### src/logic/rv_config.svh
// width and size macros shared by the execute path
`ifndef RV_CONFIG_SVH
`define RV_CONFIG_SVH

////////////////////////////////////////
// datapath
////////////////////////////////////////

// register and pc width, also the address width
`define RV_XLEN     32

////////////////////////////////////////
// integer register file
////////////////////////////////////////

`define RV_NREGS    32    // x0 included, x0 reads zero
`define RV_RADDR_W  5     // log2 of RV_NREGS

`endif

### src/logic/rv_pkg.sv
// word, register index and instruction types, opcode, alu, branch and operand enums
`include "rv_config.svh"

package rv_pkg;

  ////////////////////////////////////////
  // basic types
  ////////////////////////////////////////

  typedef logic [`RV_XLEN-1:0]    word_t;      // register or pc value
  typedef logic [`RV_RADDR_W-1:0] reg_addr_t;  // register index
  typedef logic [31:0]            instr_t;     // one rv32i instruction word

  // major opcodes kept in this path, all else is a bubble
  typedef enum logic [6:0] {
    OPC_OP     = 7'b0110011,
    OPC_OP_IMM = 7'b0010011,
    OPC_LUI    = 7'b0110111,
    OPC_AUIPC  = 7'b0010111,
    OPC_JAL    = 7'b1101111,
    OPC_JALR   = 7'b1100111,
    OPC_BRANCH = 7'b1100011
  } opcode_e;

  ////////////////////////////////////////
  // execute controls
  ////////////////////////////////////////

  // encoded as {funct7[5], funct3} so OP decodes straight through
  typedef enum logic [3:0] {
    ALU_ADD  = 4'b0000,
    ALU_SLL  = 4'b0001,
    ALU_SLT  = 4'b0010,
    ALU_SLTU = 4'b0011,
    ALU_XOR  = 4'b0100,
    ALU_SRL  = 4'b0101,
    ALU_OR   = 4'b0110,
    ALU_AND  = 4'b0111,
    ALU_SUB  = 4'b1000,
    ALU_SRA  = 4'b1101
  } alu_op_e;

  typedef enum logic [3:0] {
    BR_NONE = 4'd0,  // not a control transfer
    BR_BEQ  = 4'd1,
    BR_BNE  = 4'd2,
    BR_BLT  = 4'd3,
    BR_BGE  = 4'd4,
    BR_BLTU = 4'd5,
    BR_BGEU = 4'd6,
    BR_JAL  = 4'd7,
    BR_JALR = 4'd8
  } br_op_e;

  // alu operand a source
  typedef enum logic [1:0] {
    A_RS1  = 2'd0,
    A_PC   = 2'd1,
    A_ZERO = 2'd2   // lui
  } a_sel_e;

endpackage

### src/logic/rv_ex_if.sv
// execute-stage bundle with decoder, alu, branch unit and write-back views
`timescale 1ns/1ps

interface rv_ex_if;
  import rv_pkg::*;

  logic    valid;     // stage holds a live instruction
  word_t   pc;
  word_t   rs1_val;   // already bypassed
  word_t   rs2_val;
  word_t   imm;       // i/u/b/j, picked by decode
  a_sel_e  a_sel;
  logic    b_is_imm;  // operand b from imm, else rs2
  alu_op_e alu_op;
  br_op_e  br_op;
  reg_addr_t dst;
  logic    writes;    // instruction targets rd

  // decoder owns the execute register
  modport dec (output valid, pc, rs1_val, rs2_val, imm, a_sel, b_is_imm,
               alu_op, br_op, dst, writes);

  modport alu (input pc, rs1_val, rs2_val, imm, a_sel, b_is_imm, alu_op);

  modport bru (input pc, rs1_val, rs2_val, imm, br_op);

  // write-back only needs the destination side
  modport wbk (input valid, dst, writes);

endinterface

### src/logic/rv_decoder.sv
// rv32i decode, immediate build, operand bypass and decode/execute register
`timescale 1ns/1ps

module rv_decoder
(
  input  logic              clk,
  input  logic              rstn,
  input  logic              instr_valid_i,
  input  rv_pkg::instr_t    instr_i,
  input  rv_pkg::word_t     pc_i,
  output rv_pkg::reg_addr_t rs1_addr_o,     // to register file
  output rv_pkg::reg_addr_t rs2_addr_o,
  input  rv_pkg::word_t     rs1_data_i,
  input  rv_pkg::word_t     rs2_data_i,
  input  logic              exf_valid_i,    // execute-stage bypass
  input  rv_pkg::reg_addr_t exf_dst_i,
  input  rv_pkg::word_t     exf_data_i,
  input  logic              wbf_we_i,       // write-back bypass
  input  rv_pkg::reg_addr_t wbf_dst_i,
  input  rv_pkg::word_t     wbf_data_i,
  rv_ex_if.dec              ex
);
  import rv_pkg::*;

  logic [2:0] funct3;
  logic [6:0] funct7;
  reg_addr_t  rd;
  word_t      imm_i, imm_u, imm_b, imm_j;

  logic       legal;       // known opcode and funct
  logic       d_writes;
  logic       d_b_is_imm;
  a_sel_e     d_a_sel;
  alu_op_e    d_alu_op;
  br_op_e     d_br_op;
  word_t      d_imm;
  word_t      rs1_fwd, rs2_fwd;

  assign funct3     = instr_i[14:12];
  assign funct7     = instr_i[31:25];
  assign rd         = instr_i[11:7];
  assign rs1_addr_o = instr_i[19:15];
  assign rs2_addr_o = instr_i[24:20];

  ////////////////////////////////////////
  // immediates
  ////////////////////////////////////////

  assign imm_i = {{20{instr_i[31]}}, instr_i[31:20]};
  assign imm_u = {instr_i[31:12], 12'h000};
  assign imm_b = {{20{instr_i[31]}}, instr_i[7], instr_i[30:25], instr_i[11:8], 1'b0};
  assign imm_j = {{12{instr_i[31]}}, instr_i[19:12], instr_i[20], instr_i[30:21], 1'b0};

  ////////////////////////////////////////
  // opcode / funct decode
  ////////////////////////////////////////

  always_comb
  begin
    legal      = 1'b1;
    d_writes   = 1'b1;
    d_b_is_imm = 1'b1;
    d_a_sel    = A_RS1;
    d_alu_op   = ALU_ADD;
    d_br_op    = BR_NONE;
    d_imm      = imm_i;

    case (opcode_e'(instr_i[6:0]))
      OPC_OP:
      begin
        d_b_is_imm = 1'b0;
        d_alu_op   = alu_op_e'({funct7[5], funct3});
        // only sub and sra use funct7 = 0x20
        if (funct7 != 7'b0000000 &&
            !(funct7 == 7'b0100000 && (funct3 == 3'b000 || funct3 == 3'b101)))
          legal = 1'b0;
      end
      OPC_OP_IMM:
      begin
        d_alu_op = alu_op_e'({1'b0, funct3});  // no subi
        if (funct3 == 3'b001 && funct7 != 7'b0000000)
          legal = 1'b0;
        if (funct3 == 3'b101)
        begin
          if (funct7 == 7'b0100000)
            d_alu_op = ALU_SRA;
          else if (funct7 != 7'b0000000)
            legal = 1'b0;
        end
      end
      OPC_LUI:
      begin
        d_a_sel = A_ZERO;   // 0 + imm
        d_imm   = imm_u;
      end
      OPC_AUIPC:
      begin
        d_a_sel = A_PC;
        d_imm   = imm_u;
      end
      OPC_JAL:
      begin
        d_br_op = BR_JAL;
        d_imm   = imm_j;
      end
      OPC_JALR:
      begin
        d_br_op = BR_JALR;
        legal   = (funct3 == 3'b000);
      end
      OPC_BRANCH:
      begin
        d_writes   = 1'b0;
        d_b_is_imm = 1'b0;
        d_imm      = imm_b;
        case (funct3)
          3'b000:  d_br_op = BR_BEQ;
          3'b001:  d_br_op = BR_BNE;
          3'b100:  d_br_op = BR_BLT;
          3'b101:  d_br_op = BR_BGE;
          3'b110:  d_br_op = BR_BLTU;
          3'b111:  d_br_op = BR_BGEU;
          default: legal   = 1'b0;
        endcase
      end
      default: legal = 1'b0;   // bubble
    endcase
  end

  ////////////////////////////////////////
  // bypass, newest result wins
  ////////////////////////////////////////

  function automatic word_t fwd(reg_addr_t a, word_t rf_val);
    if (a == '0)
      return '0;                          // x0 never bypassed
    else if (exf_valid_i && exf_dst_i == a)
      return exf_data_i;                  // one ahead, still in execute
    else if (wbf_we_i && wbf_dst_i == a)
      return wbf_data_i;                  // two ahead, not yet in rf
    else
      return rf_val;
  endfunction

  always_comb
  begin
    rs1_fwd = fwd(rs1_addr_o, rs1_data_i);
    rs2_fwd = fwd(rs2_addr_o, rs2_data_i);
  end

  // execute register, only valid is control
  always_ff @(posedge clk, negedge rstn)
  begin
    if (!rstn)
      ex.valid <= 1'b0;
    else
      ex.valid <= instr_valid_i & legal;
  end

  always_ff @(posedge clk)
  begin
    ex.pc       <= pc_i;
    ex.rs1_val  <= rs1_fwd;
    ex.rs2_val  <= rs2_fwd;
    ex.imm      <= d_imm;
    ex.a_sel    <= d_a_sel;
    ex.b_is_imm <= d_b_is_imm;
    ex.alu_op   <= d_alu_op;
    ex.br_op    <= d_br_op;
    ex.dst      <= rd;
    ex.writes   <= d_writes;
  end

endmodule

### src/logic/rv_regfile.sv
// integer register file, two read ports, one write port, x0 tied to zero
`timescale 1ns/1ps
`include "rv_config.svh"

module rv_regfile
(
  input  logic              clk,
  input  logic              rstn,
  input  rv_pkg::reg_addr_t rs1_addr_i,
  input  rv_pkg::reg_addr_t rs2_addr_i,
  output rv_pkg::word_t     rs1_data_o,
  output rv_pkg::word_t     rs2_data_o,
  input  logic              we_i,
  input  rv_pkg::reg_addr_t dst_i,
  input  rv_pkg::word_t     data_i
);
  import rv_pkg::*;

  // x1..x31 only, x0 has no storage
  word_t regs [1:`RV_NREGS-1];

  always_ff @(posedge clk, negedge rstn)
  begin
    if (!rstn)
    begin
      for (int i = 1; i < `RV_NREGS; i++)
        regs[i] <= '0;
    end
    else if (we_i && dst_i != '0)   // x0 writes dropped
    begin
      regs[dst_i] <= data_i;
    end
  end

  // async read, no internal write-through
  assign rs1_data_o = (rs1_addr_i == '0) ? '0 : regs[rs1_addr_i];
  assign rs2_data_o = (rs2_addr_i == '0) ? '0 : regs[rs2_addr_i];

endmodule

### src/logic/rv_alu.sv
// operand select and integer alu, add/sub, logic, shifts and compares
`timescale 1ns/1ps

module rv_alu
(
  rv_ex_if.alu          ex,
  output rv_pkg::word_t result_o
);
  import rv_pkg::*;

  word_t      op_a;
  word_t      op_b;
  logic [4:0] shamt;

  ////////////////////////////////////////
  // operands
  ////////////////////////////////////////

  always_comb
  begin
    case (ex.a_sel)
      A_PC:    op_a = ex.pc;    // auipc
      A_ZERO:  op_a = '0;       // lui
      default: op_a = ex.rs1_val;
    endcase
  end

  assign op_b  = ex.b_is_imm ? ex.imm : ex.rs2_val;
  assign shamt = op_b[4:0];     // upper bits ignored

  always_comb
  begin
    case (ex.alu_op)
      ALU_ADD:  result_o = op_a + op_b;
      ALU_SUB:  result_o = op_a - op_b;
      ALU_SLL:  result_o = op_a << shamt;
      ALU_SLT:  result_o = word_t'($signed(op_a) < $signed(op_b));
      ALU_SLTU: result_o = word_t'(op_a < op_b);
      ALU_XOR:  result_o = op_a ^ op_b;
      ALU_SRL:  result_o = op_a >> shamt;
      ALU_SRA:  result_o = word_t'($signed(op_a) >>> shamt);  // sign fill
      ALU_OR:   result_o = op_a | op_b;
      ALU_AND:  result_o = op_a & op_b;
      default:  result_o = op_a + op_b;
    endcase
  end

endmodule

### src/logic/rv_branch_unit.sv
// branch compare, jump and branch target, link address
`timescale 1ns/1ps

module rv_branch_unit
(
  rv_ex_if.bru          ex,
  output logic          taken_o,
  output rv_pkg::word_t target_o,
  output rv_pkg::word_t link_o
);
  import rv_pkg::*;

  logic  eq;
  logic  lt_s;     // signed less than
  logic  lt_u;
  word_t base;
  word_t sum;

  ////////////////////////////////////////
  // condition
  ////////////////////////////////////////

  assign eq   = (ex.rs1_val == ex.rs2_val);
  assign lt_s = ($signed(ex.rs1_val) < $signed(ex.rs2_val));
  assign lt_u = (ex.rs1_val < ex.rs2_val);

  always_comb
  begin
    case (ex.br_op)
      BR_BEQ:  taken_o = eq;
      BR_BNE:  taken_o = ~eq;
      BR_BLT:  taken_o = lt_s;
      BR_BGE:  taken_o = ~lt_s;
      BR_BLTU: taken_o = lt_u;
      BR_BGEU: taken_o = ~lt_u;
      BR_JAL,
      BR_JALR: taken_o = 1'b1;   // jumps always go
      default: taken_o = 1'b0;   // not a control transfer
    endcase
  end

  ////////////////////////////////////////
  // target and link
  ////////////////////////////////////////

  // jalr is register relative, everything else pc relative
  assign base = (ex.br_op == BR_JALR) ? ex.rs1_val : ex.pc;
  assign sum  = base + ex.imm;

  always_comb
  begin
    if (ex.br_op == BR_JALR)
      target_o = sum & ~word_t'(1);   // lsb cleared per spec
    else
      target_o = sum;
  end

  // return address for jal/jalr
  assign link_o = ex.pc + word_t'(4);

endmodule

### src/logic/rv_writeback.sv
// result merge, execute bypass, write-back register and outcome outputs
`timescale 1ns/1ps

module rv_writeback
(
  input  logic              clk,
  input  logic              rstn,
  rv_ex_if.wbk              ex,
  input  rv_pkg::word_t     alu_result_i,
  input  logic              br_taken_i,
  input  rv_pkg::word_t     br_target_i,
  input  rv_pkg::word_t     link_i,
  input  logic              br_is_jump_i,     // jal / jalr
  input  logic              br_is_branch_i,   // conditional
  output logic              exf_valid_o,      // bypass to decode
  output rv_pkg::reg_addr_t exf_dst_o,
  output rv_pkg::word_t     exf_data_o,
  output logic              wb_valid_o,
  output logic              wb_we_o,
  output rv_pkg::reg_addr_t wb_dst_o,
  output rv_pkg::word_t     wb_data_o,
  output logic              br_valid_o,
  output logic              br_taken_o,
  output rv_pkg::word_t     br_target_o
);
  import rv_pkg::*;

  word_t result;
  logic  we;
  logic  is_xfer;   // any control transfer

  ////////////////////////////////////////
  // execute-cycle merge
  ////////////////////////////////////////

  assign result  = br_is_jump_i ? link_i : alu_result_i;
  assign is_xfer = br_is_jump_i | br_is_branch_i;

  // branches and rd = x0 never write
  assign we = ex.valid & ex.writes & ~br_is_branch_i & (ex.dst != '0);

  assign exf_valid_o = we;
  assign exf_dst_o   = ex.dst;
  assign exf_data_o  = result;

  ////////////////////////////////////////
  // write-back register
  ////////////////////////////////////////

  always_ff @(posedge clk, negedge rstn)
  begin
    if (!rstn)
    begin
      wb_valid_o  <= 1'b0;
      wb_we_o     <= 1'b0;
      wb_dst_o    <= '0;
      wb_data_o   <= '0;
      br_valid_o  <= 1'b0;
      br_taken_o  <= 1'b0;
      br_target_o <= '0;
    end
    else
    begin
      wb_valid_o <= ex.valid;
      wb_we_o    <= we;
      br_valid_o <= ex.valid & is_xfer;
      br_taken_o <= ex.valid & is_xfer & br_taken_i;
      if (ex.valid)   // payload holds over bubbles
      begin
        wb_dst_o    <= ex.dst;
        wb_data_o   <= result;
        br_target_o <= br_target_i;
      end
    end
  end

endmodule

### src/logic/rv_exec_core.sv
// execute path top, decode, register file, alu, branch unit and write-back
`timescale 1ns/1ps

module rv_exec_core
(
  input  logic              clk,
  input  logic              rstn,
  input  logic              instr_valid_i,
  input  rv_pkg::instr_t    instr_i,
  input  rv_pkg::word_t     pc_i,
  output logic              wb_valid_o,
  output logic              wb_we_o,
  output rv_pkg::reg_addr_t wb_dst_o,
  output rv_pkg::word_t     wb_data_o,
  output logic              br_valid_o,
  output logic              br_taken_o,
  output rv_pkg::word_t     br_target_o
);
  import rv_pkg::*;

  reg_addr_t rs1_addr, rs2_addr;
  word_t     rs1_data, rs2_data;
  logic      exf_valid;
  reg_addr_t exf_dst;
  word_t     exf_data;
  word_t     alu_result;
  logic      br_taken;
  word_t     br_target, link;
  logic      br_is_jump, br_is_branch;

  rv_ex_if ex ();   // decode -> execute register

  // control transfer class of the execute-stage instruction
  assign br_is_jump   = (ex.br_op == BR_JAL) || (ex.br_op == BR_JALR);
  assign br_is_branch = (ex.br_op != BR_NONE) && !br_is_jump;

  ////////////////////////////////////////
  // decode and register read
  ////////////////////////////////////////

  rv_decoder u_decoder (
    .clk           ( clk           ),
    .rstn          ( rstn          ),
    .instr_valid_i ( instr_valid_i ),
    .instr_i       ( instr_i       ),
    .pc_i          ( pc_i          ),
    .rs1_addr_o    ( rs1_addr      ),
    .rs2_addr_o    ( rs2_addr      ),
    .rs1_data_i    ( rs1_data      ),
    .rs2_data_i    ( rs2_data      ),
    .exf_valid_i   ( exf_valid     ),
    .exf_dst_i     ( exf_dst       ),
    .exf_data_i    ( exf_data      ),
    .wbf_we_i      ( wb_we_o       ),   // write-back register as bypass
    .wbf_dst_i     ( wb_dst_o      ),
    .wbf_data_i    ( wb_data_o     ),
    .ex            ( ex            )
  );

  rv_regfile u_regfile (
    .clk        ( clk       ),
    .rstn       ( rstn      ),
    .rs1_addr_i ( rs1_addr  ),
    .rs2_addr_i ( rs2_addr  ),
    .rs1_data_o ( rs1_data  ),
    .rs2_data_o ( rs2_data  ),
    .we_i       ( wb_we_o   ),   // written at end of wb cycle
    .dst_i      ( wb_dst_o  ),
    .data_i     ( wb_data_o )
  );

  ////////////////////////////////////////
  // execute and write-back
  ////////////////////////////////////////

  rv_alu u_alu (
    .ex       ( ex         ),
    .result_o ( alu_result )
  );

  rv_branch_unit u_branch_unit (
    .ex       ( ex        ),
    .taken_o  ( br_taken  ),
    .target_o ( br_target ),
    .link_o   ( link      )
  );

  rv_writeback u_writeback (
    .clk            ( clk          ),
    .rstn           ( rstn         ),
    .ex             ( ex           ),
    .alu_result_i   ( alu_result   ),
    .br_taken_i     ( br_taken     ),
    .br_target_i    ( br_target    ),
    .link_i         ( link         ),
    .br_is_jump_i   ( br_is_jump   ),
    .br_is_branch_i ( br_is_branch ),
    .exf_valid_o    ( exf_valid    ),
    .exf_dst_o      ( exf_dst      ),
    .exf_data_o     ( exf_data     ),
    .wb_valid_o     ( wb_valid_o   ),
    .wb_we_o        ( wb_we_o      ),
    .wb_dst_o       ( wb_dst_o     ),
    .wb_data_o      ( wb_data_o    ),
    .br_valid_o     ( br_valid_o   ),
    .br_taken_o     ( br_taken_o   ),
    .br_target_o    ( br_target_o  )
  );

endmodule

### config.mk
export PLATFORM = sky130hd
export DESIGN_NAME = rv_exec_core
export DESIGN_NICKNAME = d
export VERILOG_FILES = /design/src/logic/rv_pkg.sv /design/src/logic/rv_ex_if.sv /design/src/logic/rv_decoder.sv /design/src/logic/rv_regfile.sv /design/src/logic/rv_alu.sv /design/src/logic/rv_branch_unit.sv /design/src/logic/rv_writeback.sv /design/src/logic/rv_exec_core.sv
export VERILOG_INCLUDE_DIRS = /design/src /design/src/logic
export SDC_FILE = /design/constraint.sdc
export NUM_CORES = 2
export LEC_CHECK = 0
export BUFFER_PORTS_ARGS = -buffer_cell sky130_fd_sc_hd__buf_2
export CORE_MARGIN = 10
export CORE_UTILIZATION = 50
export CTS_CLUSTER_DIAMETER = 30
export DETAILED_ROUTE_END_ITERATION = 8
export GPL_ROUTABILITY_DRIVEN = 0
export PLACE_DENSITY = 0.72
export RECOVER_POWER = 25
export SLEW_MARGIN = 40
export SYNTH_ARGS = -nofsm -noshare
export SYNTH_HDL_FRONTEND = slang
export SYNTH_SLANG_ARGS = --single-unit
### constraint.sdc
create_clock -name clk -period 8.45 [get_ports clk]
set_clock_uncertainty 0.05 [all_clocks]
set_input_delay 0.845 -clock clk [delete_from_list [all_inputs] [get_ports clk]]
set_output_delay 0.845 -clock clk [all_outputs]
set_load 0.02 [all_outputs]
==> summary.md <==
| Metric | Value |
|---|---|
| Outcome | finished with violations |
| Violations in the final reports | design-rule violations, max-capacitance violations, max-slew violations |
| Total congestion overflow | 0 |
| Initial Utilization | 0.503 |
| HP Class | in2reg |
| Layout Area Growth over Synthesis | 17.7% |
| GRT Overall Usage | 0.311 |
| Post-detailed-route count of antenna-violating nets | 0 |
| Dominant cell type by area after synthesis | sky130_fd_sc_hd__dfrtp_1 |
| Register bit total from synthesis | 1,211 |
| Post-layout util | 0.592 |
| Sequential-to-total area share from yosys stat | 0.399 |
| Pin count of the biggest net entering global routing | 156 |
| Buffers from clock root to sink, at most | 4 |
| Area share of the largest cell type after synthesis | 0.359 |
| Sequential standard cell area | 29,600 µm² |
| Number of global-route vias before repair | 58.4k |
| Arrival time worst endpoint | 6.06 ns |
| Detailed-route via count | 57.7k |
| Reg-to-reg setup timing slack | 2.79 ns |
| Sum of buffers and inverters on the critical path | 3 |
| Post-synthesis average cell area | 12.3 µm² |
| Maximum Capacitance Violations | 6 |
| Post-route worst hold slack | 0.0393 ns |
| Tightest Pin Transition | 3.96 ns |
| Setup repair after global routing missed its margin | no |
| Rows | 141 |
| Clock sink total | 1,211 |
| Layout Nets | 6,337 |
| Drc violations | 33 |
| Worst VDD drop | 0.000247 V |
| Die height | 405 µm |
| TritonCTS clock tree | done |
| Number of slew-limit violations in the final report | 282 |
| Final setup violation count | 0 |
| Maximum fanout count along the critical path | 72 |
| Total wire length | 261,000 µm |
| Type of the setup path with the least slack | in2async |
| Area of the multi-input gates | 42,200 µm² |
| Clock transition at path regs | 0.04 ns |
| Cells after Synth | 6,044 |
| CP most frequent cell | sky130_fd_sc_hd__clkbuf_1 |
| Post-DP HPWL | 163,000 µm |
| Buffers inserted by post-CTS timing repair | 0 |
| Number of primary I/O pins | 140 |
| Post-synthesis instance area | 74,200 µm² |
| Flip-flop cell with the highest count after synthesis | sky130_fd_sc_hd__dfrtp_1 |
| Average via count per standard cell | 6.99 |
| Startpoint kind of the worst setup timing path | input pin |
| Maximum level of the CTS H-tree | 5 |
| Clk_lat worst skew | 0.92 ns |
| Critical path required time | 8.47 ns |
| Proportion of layout cells with a drive suffix above 1 | 0.401 |
| Leading cell types by total area after synthesis | sky130_fd_sc_hd__dfrtp_1 36%, sky130_fd_sc_hd__mux4_2 19%, sky130_fd_sc_hd__mux2_2 16% |
| Number of I/O port buffers | 139 |
| Total of warnings raised by yosys | 0 |
| Largest stage delay on the critical path | 2.90 ns |
| Period Utilization, post-route | 0.714 |
| Slowest cell on the critical path | sky130_fd_sc_hd__clkbuf_1 |
| First-pass GRT wire length | 385,000 µm |
| Time the worst path needs with I/O delays and setup | 6.03 ns |
| Horizontal extent of the die | 405 µm |
| Worst slew slack as a fraction of its limit | -1.64 |
| Number of fill cells | 11.0k |
| Largest delay contributor family on the critical path | buffers and inverters |
| Number of buffers created by CTS | 296 |
| Summed negative setup slack over all endpoints | 0 ns |
| Number of iterations in the first detailed-routing pass | 9 |
| Number of synthesized flops with an enable pin | 0 |
| Number of distinct library cells after synthesis | 86 |
| Hold Vio Cnt, Final | 0 |
| Reported leakage power | 39.5 nW |
| Number of antenna violations at the first check in global routing | 6 |
| Post_cts resized | 0 |
| Synthesized net count | 6,276 |
| Wirelength per Cell | 31.6 µm |
| Area of the die | 164,000 µm² |
| Cell chosen for the clock root | sky130_fd_sc_hd__clkbuf_16 |
| Core area | 148,000 µm² |
| CP cell instances | dlygate4sd3_1, clkbuf_1, clkbuf_1 |
| Power density cells | 232 nW/µm² |
| Critical path capture point type | asynchronous set/reset pin |
| Hold-fix buffer count after cts | 26 |
| Share of async-settable or async-resettable flops after synthesis | 0.880 |
| Maximum clock frequency | 166 MHz |
| Number of DRC markers after the initial detailed-route iteration | 8,644 |
cells by family after synthesis:
family,count (synthesis),synth area share
adder cells (fa/ha/maj),165,0.0281
AND/OR/NAND/NOR,941,0.0579
XOR/XNOR,99,0.0117
multiplexers,1897,0.379
buffers and inverters,697,0.0358
AO/OA/AOI/OAI,1034,0.0890
flip-flops,1211,0.399
layout make-up:
class,instances,area share
Antenna cell,1,0.0000286
Clock buffer,376,0.0950
Clock inverter,141,0.0215
Inverter,150,0.00644
Multi-Input combinational cell,4136,0.483
Sequential cell,1211,0.339
Tap cell,1930,0.0276
Timing Repair Buffer,310,0.0276
through the flow:
step / setup WS [ns] / area [µm²] / instances / power (mW)
2_1_floorplan: 3.17 / 74200 / 6044 / 7.69
6_report: 2.42 / 87400 / 8255 / 20.3
3_5_place_dp: 2.99 / 76900 / 7704 / 8.67
3_3_place_gp: 3.04 / 76600 / 7695 / 8.62
5_1_grt: 1.31 / 87400 / 8254 / 20.8
4_1_cts: 3.00 / 87300 / 8247 / 20.3
registers in the layout, indices dropped and copies added (netlist names), 2 cells and up:
register                 count
u_regfile.regs             992
u_decoder.ex.imm            32
u_decoder.ex.pc             32
u_decoder.ex.rs1_val        32
u_decoder.ex.rs2_val        32
u_writeback.br_target_o     32
u_writeback.wb_data_o       32
u_decoder.ex.dst             5
u_writeback.wb_dst_o         5
u_decoder.ex.alu_op          4
u_decoder.ex.br_op           4
u_decoder.ex.a_sel           2
path summary, 6_finish.rpt:
kind | startpoint | end | depth (start not counted)
max reg2reg | u_decoder.ex.a_sel[1] | u_writeback.wb_data_o[19] | 17
max in group clk | u_decoder.ex.a_sel[1] | u_writeback.wb_data_o[19] | 17
min | pc_i[21] | u_decoder.ex.pc[21] | 1
min in group asynchronous | rstn | u_regfile.regs[526] | 2
max | rstn | u_regfile.regs[743] | 3
min reg2reg | u_writeback.br_target_o[25] | u_writeback.br_target_o[25] | 1
where the power goes:
part           internal [mW]  switching (mW)
Combinational          0.773            1.66
Sequential              6.01           0.241
Clock                   8.05            3.57
Total                   14.8            5.47
cell usage after synthesis (22+ instances only):
cell / instances
sky130_fd_sc_hd__a211oi_1: 63
sky130_fd_sc_hd__a21o_1: 52
sky130_fd_sc_hd__a21oi_1: 360
sky130_fd_sc_hd__a22o_1: 23
sky130_fd_sc_hd__a31oi_1: 25
sky130_fd_sc_hd__and2_1: 58
sky130_fd_sc_hd__buf_1: 139
sky130_fd_sc_hd__clkbuf_1: 393
sky130_fd_sc_hd__dfrtp_1: 1066
sky130_fd_sc_hd__dfxtp_1: 145
sky130_fd_sc_hd__ha_1: 162
sky130_fd_sc_hd__inv_1: 142
sky130_fd_sc_hd__mux2_2: 1076
sky130_fd_sc_hd__mux2i_1: 197
sky130_fd_sc_hd__mux4_2: 622
sky130_fd_sc_hd__nand2_1: 324
sky130_fd_sc_hd__nand2b_1: 27
sky130_fd_sc_hd__nand3_1: 62
sky130_fd_sc_hd__nor2_1: 282
sky130_fd_sc_hd__nor2b_1: 26
sky130_fd_sc_hd__nor3_1: 51
sky130_fd_sc_hd__o211ai_1: 22
sky130_fd_sc_hd__o21ai_0: 200
sky130_fd_sc_hd__o221ai_1: 26
sky130_fd_sc_hd__o22ai_1: 35
sky130_fd_sc_hd__o31ai_1: 22
sky130_fd_sc_hd__xnor2_1: 55
sky130_fd_sc_hd__xor2_1: 44
routing by layer:
metal  GRT usage  part of all wire  vias up
li1            -                 -    23200
met1       0.383              0.36    29400
met2       0.471              0.45     3976
met3       0.102              0.12     1186
met4       0.195             0.071       10
met5           0           0.00035        -
cells in the final DEF (no fill, tap or decap), types with 38 or more instances in the layout:
cell | netlist | layout
sky130_fd_sc_hd__nand3_1 | 62 | 61
sky130_fd_sc_hd__buf_4 | 3 | 113
sky130_fd_sc_hd__a211oi_1 | 63 | 62
sky130_fd_sc_hd__mux2_2 | 1076 | 1076
sky130_fd_sc_hd__inv_1 | 142 | 141
sky130_fd_sc_hd__mux4_2 | 622 | 622
sky130_fd_sc_hd__bufinv_16 | 0 | 38
sky130_fd_sc_hd__a21oi_1 | 360 | 360
sky130_fd_sc_hd__dfxtp_1 | 145 | 143
sky130_fd_sc_hd__xor2_1 | 44 | 44
sky130_fd_sc_hd__nand2_1 | 324 | 313
sky130_fd_sc_hd__nor2_1 | 282 | 268
sky130_fd_sc_hd__buf_2 | 10 | 117
sky130_fd_sc_hd__dfrtp_1 | 1066 | 1063
sky130_fd_sc_hd__ha_1 | 162 | 162
sky130_fd_sc_hd__xnor2_1 | 55 | 55
sky130_fd_sc_hd__clkbuf_8 | 0 | 42
sky130_fd_sc_hd__mux2i_1 | 197 | 195
sky130_fd_sc_hd__and2_1 | 58 | 53
sky130_fd_sc_hd__clkbuf_16 | 0 | 305
sky130_fd_sc_hd__a21o_1 | 52 | 52
sky130_fd_sc_hd__clkbuf_1 | 393 | 50
sky130_fd_sc_hd__o21ai_0 | 200 | 198
sky130_fd_sc_hd__nor3_1 | 51 | 49
Power figures use the tool's default switching activity.
